## src/verilog/ipv4_rx_pkg.sv

```systemverilog
package ipv4_rx_pkg;

  // protocol numbers as they arrive from the ipv4 parser
  localparam logic [7:0] IP_PROTO_TCP = 8'd6;

  // default width of the ipv4 payload length and every length derived from it
  localparam int LEN_W = 16;

endpackage : ipv4_rx_pkg

```

## src/verilog/tcp_rx_pkg.sv

```systemverilog
package tcp_rx_pkg;

  // fixed part of the tcp header, options follow it
  localparam int TCP_HDR_LEN = 20;

  // option kind codes
  localparam logic [7:0] TCP_OPT_END       = 8'd0;
  localparam logic [7:0] TCP_OPT_NOP       = 8'd1;
  localparam logic [7:0] TCP_OPT_MSS       = 8'd2;
  localparam logic [7:0] TCP_OPT_WIN       = 8'd3;
  localparam logic [7:0] TCP_OPT_SACK_PERM = 8'd4;
  localparam logic [7:0] TCP_OPT_SACK      = 8'd5;
  localparam logic [7:0] TCP_OPT_TS        = 8'd8;

  // header fields, first wire byte in the msbs
  typedef struct packed {
    logic [15:0] src_port;
    logic [15:0] dst_port;
    logic [31:0] seq;
    logic [31:0] ack;
    logic [3:0]  offset;
    logic [3:0]  rsvd;
    logic [7:0]  flags;
    logic [15:0] win;
    logic [15:0] cksum;
    logic [15:0] urg;
  } tcp_hdr_t;

  // written byte by byte, read back as fields
  typedef union packed {
    logic [TCP_HDR_LEN-1:0][7:0] bytes;
    tcp_hdr_t                    fields;
  } tcp_hdr_word_u;

  // where the frame stands
  typedef enum logic [2:0] {
    idle_s,
    hdr_s,
    opt_s,
    pld_s,
    done_s
  } tcp_rx_state_t;

  // position inside one option
  typedef enum logic [1:0] {
    fld_kind,
    fld_len,
    fld_data
  } opt_field_t;

endpackage : tcp_rx_pkg

```

## src/verilog/tcp_rx_ctrl.sv

```systemverilog
module tcp_rx_ctrl import ipv4_rx_pkg::*, tcp_rx_pkg::*; #(
  parameter int LEN_W = ipv4_rx_pkg::LEN_W
) (
  input  logic             clk,
  input  logic             fsm_rst,
  input  logic             in_val,
  input  logic             in_sof,
  input  logic [7:0]       in_proto,
  input  logic [5:0]       offset_bytes,
  input  logic [LEN_W-1:0] pld_len,
  output tcp_rx_state_t    state,
  output logic             clr,
  output logic             hdr_last,
  output logic             opt_en,
  output logic             pld_en,
  output logic             pld_first,
  output logic             pld_last,
  output logic             hdr_val,
  output logic             done
);

  localparam int HDR_CNT_W = $clog2(TCP_HDR_LEN);

  logic [HDR_CNT_W-1:0] hdr_cnt;
  // shared by the option and the payload section
  logic [LEN_W-1:0]     seg_cnt;
  logic [5:0]           opt_bytes;
  logic                 has_opt;
  logic                 opt_last;

  // sof byte of a tcp frame is header byte 0
  assign clr = (state == idle_s) && in_val && in_sof && (in_proto == IP_PROTO_TCP);

  assign hdr_last = (state == hdr_s) && in_val &&
                    (hdr_cnt == HDR_CNT_W'(TCP_HDR_LEN - 1));

  assign has_opt   = offset_bytes > 6'(TCP_HDR_LEN);
  assign opt_bytes = offset_bytes - 6'(TCP_HDR_LEN);

  assign opt_en   = (state == opt_s) && in_val;
  assign opt_last = opt_en && (seg_cnt == LEN_W'(opt_bytes) - 1'b1);

  assign pld_en    = (state == pld_s) && in_val;
  assign pld_first = pld_en && (seg_cnt == '0);
  assign pld_last  = pld_en && (seg_cnt == pld_len - 1'b1);

  always_ff @(posedge clk) begin
    if (fsm_rst) begin
      state   <= idle_s;
      hdr_cnt <= '0;
      seg_cnt <= '0;
      hdr_val <= 1'b0;
      done    <= 1'b0;
    end else begin
      hdr_val <= 1'b0;
      done    <= (state == done_s);
      case (state)
        idle_s: begin
          if (clr) begin
            hdr_cnt <= HDR_CNT_W'(1);
            state   <= hdr_s;
          end
        end
        hdr_s: begin
          if (in_val) begin
            hdr_cnt <= hdr_cnt + 1'b1;
          end
          if (hdr_last) begin
            seg_cnt <= '0;
            if (has_opt) begin
              state <= opt_s;
            end else begin
              // no options, header and length are known right now
              hdr_val <= 1'b1;
              state   <= (pld_len == '0) ? done_s : pld_s;
            end
          end
        end
        opt_s: begin
          if (opt_en) begin
            seg_cnt <= seg_cnt + 1'b1;
          end
          if (opt_last) begin
            seg_cnt <= '0;
            hdr_val <= 1'b1;
            state   <= (pld_len == '0) ? done_s : pld_s;
          end
        end
        pld_s: begin
          if (pld_en) begin
            seg_cnt <= seg_cnt + 1'b1;
          end
          if (pld_last) begin
            state <= done_s;
          end
        end
        done_s: begin
          // trailing padding is dropped in idle until the next sof
          state <= idle_s;
        end
        default: begin
          state <= idle_s;
        end
      endcase
    end
  end

endmodule : tcp_rx_ctrl

```

## src/verilog/tcp_hdr_capture.sv

```systemverilog
module tcp_hdr_capture import ipv4_rx_pkg::*, tcp_rx_pkg::*; #(
  parameter int LEN_W = ipv4_rx_pkg::LEN_W
) (
  input  logic             clk,
  input  logic             fsm_rst,
  input  logic             clr,
  input  logic [7:0]       in_dat,
  input  logic             in_val,
  input  logic [LEN_W-1:0] in_pld_len,
  input  tcp_rx_state_t    state,
  input  logic             hdr_last,
  output tcp_hdr_t         hdr,
  output logic [5:0]       offset_bytes,
  output logic [LEN_W-1:0] pld_len
);

  tcp_hdr_word_u    shift_q;
  tcp_hdr_word_u    word_next;
  logic             shift_en;
  logic [5:0]       off_q;
  logic [LEN_W-1:0] ip_len_q;

  // byte 0 is taken in the accept cycle, the rest in the hdr state
  assign shift_en = in_val && (clr || (state == hdr_s));

  // full header once byte 19 is on the input
  always_comb begin
    word_next.bytes = {shift_q.bytes[TCP_HDR_LEN-2:0], in_dat};
  end

  always_ff @(posedge clk) begin
    if (shift_en) begin
      shift_q <= word_next;
    end
  end

  always_ff @(posedge clk) begin
    if (fsm_rst) begin
      hdr      <= '0;
      off_q    <= '0;
      ip_len_q <= '0;
    end else if (clr) begin
      hdr      <= '0;
      off_q    <= '0;
      ip_len_q <= in_pld_len;
    end else if (hdr_last) begin
      hdr   <= word_next.fields;
      off_q <= {word_next.fields.offset, 2'b00};
    end
  end

  // ctrl needs the offset in the same cycle as the last header byte
  assign offset_bytes = hdr_last ? {word_next.fields.offset, 2'b00} : off_q;
  assign pld_len      = ip_len_q - LEN_W'(offset_bytes);

endmodule : tcp_hdr_capture

```

## src/verilog/tcp_opt_parse.sv

```systemverilog
module tcp_opt_parse import tcp_rx_pkg::*; (
  input  logic        clk,
  input  logic        fsm_rst,
  input  logic        clr,
  input  logic [7:0]  in_dat,
  input  logic        opt_en,
  output logic        opt_mss_pres,
  output logic [15:0] opt_mss,
  output logic        opt_win_pres,
  output logic [7:0]  opt_win,
  output logic        opt_sack_perm_pres,
  output logic        opt_sack_pres,
  output logic [2:0]  opt_sack_blocks,
  output logic        opt_ts_pres,
  output logic [31:0] opt_ts
);

  opt_field_t field;
  logic [7:0] kind_q;
  // data bytes left after kind and length
  logic [7:0] rem_q;
  logic [7:0] dat_cnt;
  logic [7:0] prev_q;

  always_ff @(posedge clk) begin
    if (fsm_rst || clr) begin
      field              <= fld_kind;
      opt_mss_pres       <= 1'b0;
      opt_win_pres       <= 1'b0;
      opt_sack_perm_pres <= 1'b0;
      opt_sack_pres      <= 1'b0;
      opt_ts_pres        <= 1'b0;
    end else if (opt_en) begin
      case (field)
        fld_kind: begin
          kind_q  <= in_dat;
          dat_cnt <= '0;
          // end and nop carry no length byte
          if ((in_dat != TCP_OPT_END) && (in_dat != TCP_OPT_NOP)) begin
            field <= fld_len;
          end
          case (in_dat)
            TCP_OPT_MSS:       opt_mss_pres       <= 1'b1;
            TCP_OPT_WIN:       opt_win_pres       <= 1'b1;
            TCP_OPT_SACK_PERM: opt_sack_perm_pres <= 1'b1;
            TCP_OPT_SACK:      opt_sack_pres      <= 1'b1;
            TCP_OPT_TS:        opt_ts_pres        <= 1'b1;
            default:           ;
          endcase
        end
        fld_len: begin
          rem_q <= in_dat - 8'd2;
          field <= (in_dat > 8'd2) ? fld_data : fld_kind;
        end
        fld_data: begin
          dat_cnt <= dat_cnt + 1'b1;
          if (dat_cnt == rem_q - 8'd1) begin
            field <= fld_kind;
          end
        end
        default: begin
          field <= fld_kind;
        end
      endcase
    end
  end

  // option values, unknown kinds just pass through the data state
  always_ff @(posedge clk) begin
    if (clr) begin
      opt_mss         <= '0;
      opt_win         <= '0;
      opt_sack_blocks <= '0;
      opt_ts          <= '0;
    end else if (opt_en) begin
      prev_q <= in_dat;
      if ((field == fld_len) && (kind_q == TCP_OPT_SACK)) begin
        case (in_dat)
          8'd10:   opt_sack_blocks <= 3'd1;
          8'd18:   opt_sack_blocks <= 3'd2;
          8'd26:   opt_sack_blocks <= 3'd3;
          8'd34:   opt_sack_blocks <= 3'd4;
          default: opt_sack_blocks <= 3'd0;
        endcase
      end
      if (field == fld_data) begin
        case (kind_q)
          TCP_OPT_MSS: begin
            if (dat_cnt == 8'd1) begin
              opt_mss <= {prev_q, in_dat};
            end
          end
          TCP_OPT_WIN: begin
            if (dat_cnt == 8'd0) begin
              opt_win <= in_dat;
            end
          end
          TCP_OPT_TS: begin
            // only the sender's value, echo reply is not kept
            if (dat_cnt < 8'd4) begin
              opt_ts <= {opt_ts[23:0], in_dat};
            end
          end
          default: ;
        endcase
      end
    end
  end

endmodule : tcp_opt_parse

```

## src/verilog/tcp_pld_fwd.sv

```systemverilog
module tcp_pld_fwd import ipv4_rx_pkg::*; #(
  parameter int LEN_W = ipv4_rx_pkg::LEN_W
) (
  input  logic       clk,
  input  logic       fsm_rst,
  input  logic [7:0] in_dat,
  input  logic       pld_en,
  input  logic       pld_first,
  input  logic       pld_last,
  output logic [7:0] out_dat,
  output logic       out_val,
  output logic       out_sof,
  output logic       out_eof
);

  always_ff @(posedge clk) begin
    if (fsm_rst) begin
      out_dat <= '0;
      out_val <= 1'b0;
      out_sof <= 1'b0;
      out_eof <= 1'b0;
    end else begin
      out_val <= pld_en;
      out_dat <= pld_en ? in_dat : 8'h00;
      out_sof <= pld_en && pld_first;
      out_eof <= pld_en && pld_last;
    end
  end

endmodule : tcp_pld_fwd

```

## src/verilog/tcp_rx_top.sv

```systemverilog
module tcp_rx_top import ipv4_rx_pkg::*, tcp_rx_pkg::*; #(
  parameter int LEN_W = ipv4_rx_pkg::LEN_W
) (
  input  logic             clk,
  input  logic             fsm_rst,
  input  logic [7:0]       in_dat,
  input  logic             in_val,
  input  logic             in_sof,
  input  logic             in_eof,
  input  logic [7:0]       in_proto,
  input  logic [LEN_W-1:0] in_pld_len,
  output tcp_hdr_t         hdr,
  output logic             hdr_val,
  output logic             opt_mss_pres,
  output logic [15:0]      opt_mss,
  output logic             opt_win_pres,
  output logic [7:0]       opt_win,
  output logic             opt_sack_perm_pres,
  output logic             opt_sack_pres,
  output logic [2:0]       opt_sack_blocks,
  output logic             opt_ts_pres,
  output logic [31:0]      opt_ts,
  output logic [LEN_W-1:0] pld_len,
  output logic [7:0]       out_dat,
  output logic             out_val,
  output logic             out_sof,
  output logic             out_eof,
  output logic             done
);

  tcp_rx_state_t state;
  logic          clr;
  logic          hdr_last;
  logic          opt_en;
  logic          pld_en;
  logic          pld_first;
  logic          pld_last;
  logic [5:0]    offset_bytes;

  tcp_rx_ctrl #(
    .LEN_W (LEN_W)
  ) ctrl_inst (
    .clk          (clk),
    .fsm_rst      (fsm_rst),
    .in_val       (in_val),
    .in_sof       (in_sof),
    .in_proto     (in_proto),
    .offset_bytes (offset_bytes),
    .pld_len      (pld_len),
    .state        (state),
    .clr          (clr),
    .hdr_last     (hdr_last),
    .opt_en       (opt_en),
    .pld_en       (pld_en),
    .pld_first    (pld_first),
    .pld_last     (pld_last),
    .hdr_val      (hdr_val),
    .done         (done)
  );

  tcp_hdr_capture #(
    .LEN_W (LEN_W)
  ) hdr_inst (
    .clk          (clk),
    .fsm_rst      (fsm_rst),
    .clr          (clr),
    .in_dat       (in_dat),
    .in_val       (in_val),
    .in_pld_len   (in_pld_len),
    .state        (state),
    .hdr_last     (hdr_last),
    .hdr          (hdr),
    .offset_bytes (offset_bytes),
    .pld_len      (pld_len)
  );

  tcp_opt_parse opt_inst (
    .clk                (clk),
    .fsm_rst            (fsm_rst),
    .clr                (clr),
    .in_dat             (in_dat),
    .opt_en             (opt_en),
    .opt_mss_pres       (opt_mss_pres),
    .opt_mss            (opt_mss),
    .opt_win_pres       (opt_win_pres),
    .opt_win            (opt_win),
    .opt_sack_perm_pres (opt_sack_perm_pres),
    .opt_sack_pres      (opt_sack_pres),
    .opt_sack_blocks    (opt_sack_blocks),
    .opt_ts_pres        (opt_ts_pres),
    .opt_ts             (opt_ts)
  );

  tcp_pld_fwd #(
    .LEN_W (LEN_W)
  ) pld_inst (
    .clk       (clk),
    .fsm_rst   (fsm_rst),
    .in_dat    (in_dat),
    .pld_en    (pld_en),
    .pld_first (pld_first),
    .pld_last  (pld_last),
    .out_dat   (out_dat),
    .out_val   (out_val),
    .out_sof   (out_sof),
    .out_eof   (out_eof)
  );

endmodule : tcp_rx_top

```

## config.mk

```make
export PLATFORM = sky130hd
export DESIGN_NAME = tcp_rx_top
export DESIGN_NICKNAME = d
export VERILOG_FILES = /design/src/verilog/ipv4_rx_pkg.sv /design/src/verilog/tcp_rx_pkg.sv /design/src/verilog/tcp_rx_ctrl.sv /design/src/verilog/tcp_hdr_capture.sv /design/src/verilog/tcp_opt_parse.sv /design/src/verilog/tcp_pld_fwd.sv /design/src/verilog/tcp_rx_top.sv
export SDC_FILE = /design/constraint.sdc
export NUM_CORES = 1
export LEC_CHECK = 0
export ABC_AREA = 1
export BUFFER_PORTS_ARGS = -buffer_cell sky130_fd_sc_hd__buf_2
export CORE_MARGIN = 2
export CORE_UTILIZATION = 55
export CTS_BUF_LIST = sky130_fd_sc_hd__clkbuf_4
export CTS_CLUSTER_SIZE = 14
export DETAILED_ROUTE_END_ITERATION = 8
export GPL_ROUTABILITY_DRIVEN = 0
export GPL_TIMING_DRIVEN = 0
export PLACE_DENSITY = 0.78
export SKIP_LAST_GASP = 1
export SLEW_MARGIN = 10
export SYNTH_ARGS = -nofsm -noshare
export SYNTH_HDL_FRONTEND = slang
export SYNTH_SLANG_ARGS = --single-unit
```

## constraint.sdc

```tcl
create_clock -name clk -period 8.85 [get_ports clk]
set_input_delay 1.77 -clock clk [delete_from_list [all_inputs] [get_ports clk]]
set_output_delay 1.77 -clock clk [all_outputs]
set_load 0.02 [all_outputs]
```

-- Word-level counts from Yosys, hierarchy flattened
Cells that the tools add are included.
- add/sub/neg operators: 9
- $lt $le $gt $ge: 3
- equality and inequality tests: 35
- muxes and demuxes: 26
- bitwise gates (word level): 3
- reduce and logical (&&, ||, !) cells: 45
- operator list (cell ; count):
    16-bit 2-to-1 mux ; 4
    16-bit one-hot mux with 3 select lines ; 1
    16-bit == test ; 2
    8-bit by 2-bit == test with 1-bit output, second input constant ; 4
    8-bit by 3-bit == test with 1-bit output, second input constant ; 4
    16-bit logical NOT ; 2
    3-bit AND reduction ; 10
    8-bit by 4-bit == test with 1-bit output, second input constant ; 3
    3-bit one-hot mux with 4 select lines ; 2
    4-bit AND reduction ; 5
    3-bit 2-to-1 mux ; 6
    16-bit by 1-bit adder with 16-bit output, second input constant ; 1
    8-bit by 5-bit == test with 1-bit output, second input constant ; 2
    8-bit one-hot mux with 2 select lines ; 1
    16-bit by 1-bit subtractor with 16-bit output, second input constant ; 1
    16-bit by 6-bit subtractor with 16-bit output ; 1
    1-bit logical AND ; 15
    2-bit by 1-bit != test with 1-bit output, second input constant ; 7
    5-bit 2-to-1 mux ; 2
    5-bit one-hot mux with 2 select lines ; 1
    8-bit by 1-bit adder with 8-bit output, second input constant ; 1
    8-bit by 1-bit == test with 1-bit output, second input constant ; 1
    8-bit by 6-bit == test with 1-bit output, second input constant ; 1
    8-bit == test ; 1
    other kinds (32) ; 43
- bits in registers: 469
- output and inout bits: 253
- word-level logic and storage cells: 157

-- Longest topological paths before layout
- word-level depth: 10
- depth in mapped cells: 32
- gate-level depth less buffers: 32

-- By module
Synthesis repeated with hierarchy kept, for this count alone.
- cell total of the unflattened synthesis: 2013
- area, all modules: 18829.3 um^2
- modules (own cells, without submodules) (module ; instances ; cells each ; area each (um^2) ; sequential area each (um^2)):
    tcp_hdr_capture ; 1 ; 1054 ; 11825.1 ; 8207.9
    tcp_opt_parse ; 1 ; 487 ; 4177.8 ; 2282.2
    tcp_rx_ctrl ; 1 ; 438 ; 2517.4 ; 520.5
    tcp_pld_fwd ; 1 ; 34 ; 309.0 ; 220.2

-- Worst setup path before layout
Ideal clock, no wire load.
- kind: input -> register
- from: input in_proto[5]
- to: register hdr_inst.shift_q[0] in the netlist's numbering (enable)
- arrival: 5580 ps
- data required time: 8345 ps
- setup slack: 2766 ps
- cell stages on the path: 5
- path buffers: 0
- path through: nor4_1 -> nand2_1 -> nor2_1 -> nor2_1 -> inv_1
- longest elaborated chain between the ends: 4
- RTL lines (what ; line ; RTL):
    start: declaration ; tcp_rx_top.sv:10 ; input logic [7:0] in_proto,
    8-bit by 3-bit == test with 1-bit output ; tcp_rx_ctrl.sv:32 ; assign clr = (state == idle_s) && in_val && in_sof && (in_proto == IP_PROTO_TCP);
    1-bit logical AND ; tcp_rx_ctrl.sv:32 ;
    1-bit logical OR ; tcp_hdr_capture.sv:24 ; assign shift_en = in_val && (clr || (state == hdr_s));
    1-bit logical AND ; tcp_hdr_capture.sv:24 ;
    named net hdr_inst.shift_en ; tcp_hdr_capture.sv:19 ; logic shift_en;
    end signal: assignment ; tcp_hdr_capture.sv:33 ; shift_q <= word_next;
    end: declaration ; tcp_hdr_capture.sv:17 ; tcp_hdr_word_u shift_q;
The timed path passes the listed nets, and every way through them passes these cells.
A chain may end at the register's enable or synchronous reset.

-- Worst setup path in the final report
- from: input in_val
- to: output pld_len[10]
- longest elaborated chain between the ends: 4
- RTL lines (what ; line ; RTL):
    start: declaration ; tcp_rx_top.sv:7 ; input logic in_val,
    1-bit logical AND (2 in series) ; tcp_rx_ctrl.sv:34 ; assign hdr_last = (state == hdr_s) && in_val &&
    6-bit 2-to-1 mux ; tcp_hdr_capture.sv:53 ; assign offset_bytes = hdr_last ? {word_next.fields.offset, 2'b00} : off_q;
    named net ctrl_inst.offset_bytes[0] ; tcp_rx_ctrl.sv:9 ; input logic [5:0] offset_bytes,
    16-bit by 6-bit subtractor with 16-bit output ; tcp_hdr_capture.sv:54 ; assign pld_len = ip_len_q - LEN_W'(offset_bytes);
    end: declaration ; tcp_rx_top.sv:23 ; output logic [LEN_W-1:0] pld_len,
The timed path passes the listed nets, and every way through them passes these cells.

==> flow_metrics.tcl <==
set metrics [dict create \
    powerDensity_nw_per_um2 192 \
    ctsResizeCount 0 \
    drtAntennaViolNets 0 \
    yosys_most_used_dff "dfxtp_1" \
    critPathMaxFanout 10 \
    grt_pass1_vias 15100 \
    final_hold_viol_count 0 \
    period_share_pct 73.6 \
    synth.top_cell.area_share_pct 30.8 \
    rows 67 \
    firstDrtPassIters 8 \
    synth_nets 2048 \
    worstPathCellList "buf_2 > inv_1 > nor2_8 > nand2_4 > buf_2 > nand2_1 > inv_1 > ha_1 > fa_1 > nor2_1 > nand3_2 > nand2_2 > nand2_2 > nand2_2 > nor2_1 > nand2_1 > nand2_2 > inv_1 > buf_2" \
    setup-tns-final_ns 0 \
    antenna_found_initial 1 \
    cp_slowest_cell "fa_1" \
    cp-end-kind "primary output" \
    place_ws_ns 2.37 \
    slew_violations 0 \
    synth_most_common_cell "nand2_1" \
    h-tree-depth 3 \
    io_pins 290 \
    yosys_register_bits 469 \
    synth_area_leaders "dfxtp_1 (31%), edfxtp_1 (30%), nand2_1 (10%)" \
    holdBufCountCts 0 \
    portBuffers 287 \
    yosysTopAreaCell "dfxtp_1" \
    whs_ns 0.439 \
    layout-drive-gt1-share_pct 22.1 \
    grt_max_degree 100 \
    fillCellCount 2775 \
    hold_path.class "flop to flop" \
    min_period_ns 6.51 \
    path_clk_slew_ns 0.07 \
    cpMostUsedCell "nand2_2" \
    place_hpwl_um 35600 \
    wire_per_inst_um 16.7 \
    drc 0 \
    rsz0062_at_grt "no" \
    fmax_mhz 154 \
    syn_avg_cell_area_sq_um 9.29 \
    dieArea_sq_um 35100 \
    track_usage_pct 27.6 \
    ys_seq_area_share_pct 60.7 \
    final_nets 2452 \
    final_util_pct 66.0 \
    synthCells 1994 \
    critical_path.startpoint_type "input port" \
    die_h_um 187 \
    yosys-top-cells-count "nand2_1 (492), dfxtp_1 (285), a21oi_1 (207)" \
    setup_viol 0 \
    dr_total_vias 15600 \
    synth_edf_count 184 \
    cp_slowest_stage_delay_ns 0.43 \
    drt_iter0_markers 1223 \
    yosys.cell_types.count 49 \
    worst_slew_pin_slew_ns 1.13 \
    cts.sinks 469 \
    syn-cell-area_sq_um 18500 \
    yosys_warnings 0 \
    p_leak_nw 9.19 \
    status "complete, no violations" \
    grt_pass1_wl_um 76700 \
    ir_drop_v 0.0000990 \
    cts-root-buf "clkbuf_4" \
    coreArea_sq_um 33400 \
    cts_setup_buffers 0 \
    clk_latency_ns 0.83 \
    cts_tree "done" \
    drv_cap 0 \
    grt_overflow_total 0 \
    routed_wl_um 49100 \
    async_flop_share_pct 0 \
    start_util_pct 55.5 \
    syn2layout_area_growth_pct 19.0 \
    critPathRequiredTime_ns 7.08 \
    finalClockSkew_ns 0.0515 \
    maxSlewHeadroom_pct 24.1 \
    fin_ws_ns 2.34 \
    via_per_inst 5.30 \
    numCtsBuffers 114 \
    die_w_um 187 \
    clockBufferDepth 3 \
    path_class "input port to primary output" \
    arrival_ns 4.74 \
]
[layer usage]
| layer | track usage [%] | routed length [um] | vias up |
|---|---|---|---|
| li1 | - | - | 7513 |
| met2 | 44.6 | 22800 | 677 |
| met5 | 0 | 0 | - |
| met3 | 7.39 | 4670 | 126 |
| met1 | 34.0 | 19500 | 7280 |
| met4 | 14.3 | 2080 | 0 |
[cell type report]
type	instances	area [sq um]	area share, %
clock inverter	37	168	0.761
multi-input combinational	1254	6250	28.4
tap	448	561	2.54
sequential	469	11200	51.0
buffer	83	328	1.49
inverter	188	713	3.24
antenna	1	2.50	0.0114
clock buffer	175	1310	5.96
timing repair buffer	288	1460	6.64
[flip-flops by register name, summed over array words and instances (netlist names), 16 cells and up]
name               count
hdr_inst.ip_len_q     16
opt_inst.opt_mss      16
hdr_inst.shift_q     152
opt_inst.opt_ts       32
hdr_inst.hdr         160
ctrl_inst.seg_cnt     16
[where the power goes]
part | switching, mW | total, mW | internal [mW]
clock network | 0.871 | 1.78 | 0.906
logic | 0.119 | 0.160 | 0.0402
registers | 0.0198 | 2.29 | 2.27
[layout by cell type, fill, tap and decap left out, types with 19 or more instances in the layout]
cell type,count
nand2_1,492
buf_2,294
dfxtp_1,285
a21oi_1,207
edfxtp_1,184
clkbuf_4,175
inv_1,169
nor2_1,169
clkbuf_1,69
nand3_1,68
a211oi_1,59
o21ai_0,46
clkinv_1,35
nor3_1,32
xor2_1,32
nand4_1,19
[path summary, 6_finish.rpt]
kind / startpoint / end / slack (ns) / cells after the start
setup / recovery: in_val / pld_len[10] / 2.34 / 19
hold / removal: hdr_inst.shift_q[98]$_DFFE_PP_ / hdr_inst.shift_q[106]$_DFFE_PP_ / 0.44 / 0
setup reg to reg: ctrl_inst.hdr_cnt[0]$_SDFFE_PP0P_ / ctrl_inst.state[1]$_SDFFE_PP0P_ / 4.24 / 23
hold reg to reg: hdr_inst.shift_q[98]$_DFFE_PP_ / hdr_inst.shift_q[106]$_DFFE_PP_ / 0.44 / 0
[per-stage QoR]
stage                     cells  power (mW)  area [sq um]
after CTS                  2942        4.26         22000
after detailed placement   2730        2.49         20500
final                      2943        4.23         22000
after global routing       2943        4.40         22000
after global placement     2729        2.49         20500
after floorplan            1994        2.43         18500
[cells by family after synthesis]
| kind of cell | share of synthesized area (%) |
|---|---|
| AOI/OAI and AO/OA | 10.1 |
| xor gates and xnor gates | 2.11 |
| adders and majority gates | 1.19 |
| buffers and inverters | 5.58 |
| DFF | 60.7 |
| and+or+nand+nor | 20.3 |
[worst max-delay path: cells and delay by family]
kind                       cells  cell delay, ns
adders and majority gates      2            0.66
and+or+nand+nor               11            1.46
buffers and inverters          6            0.84
No activity file was read; power rests on OpenSTA's default activity.
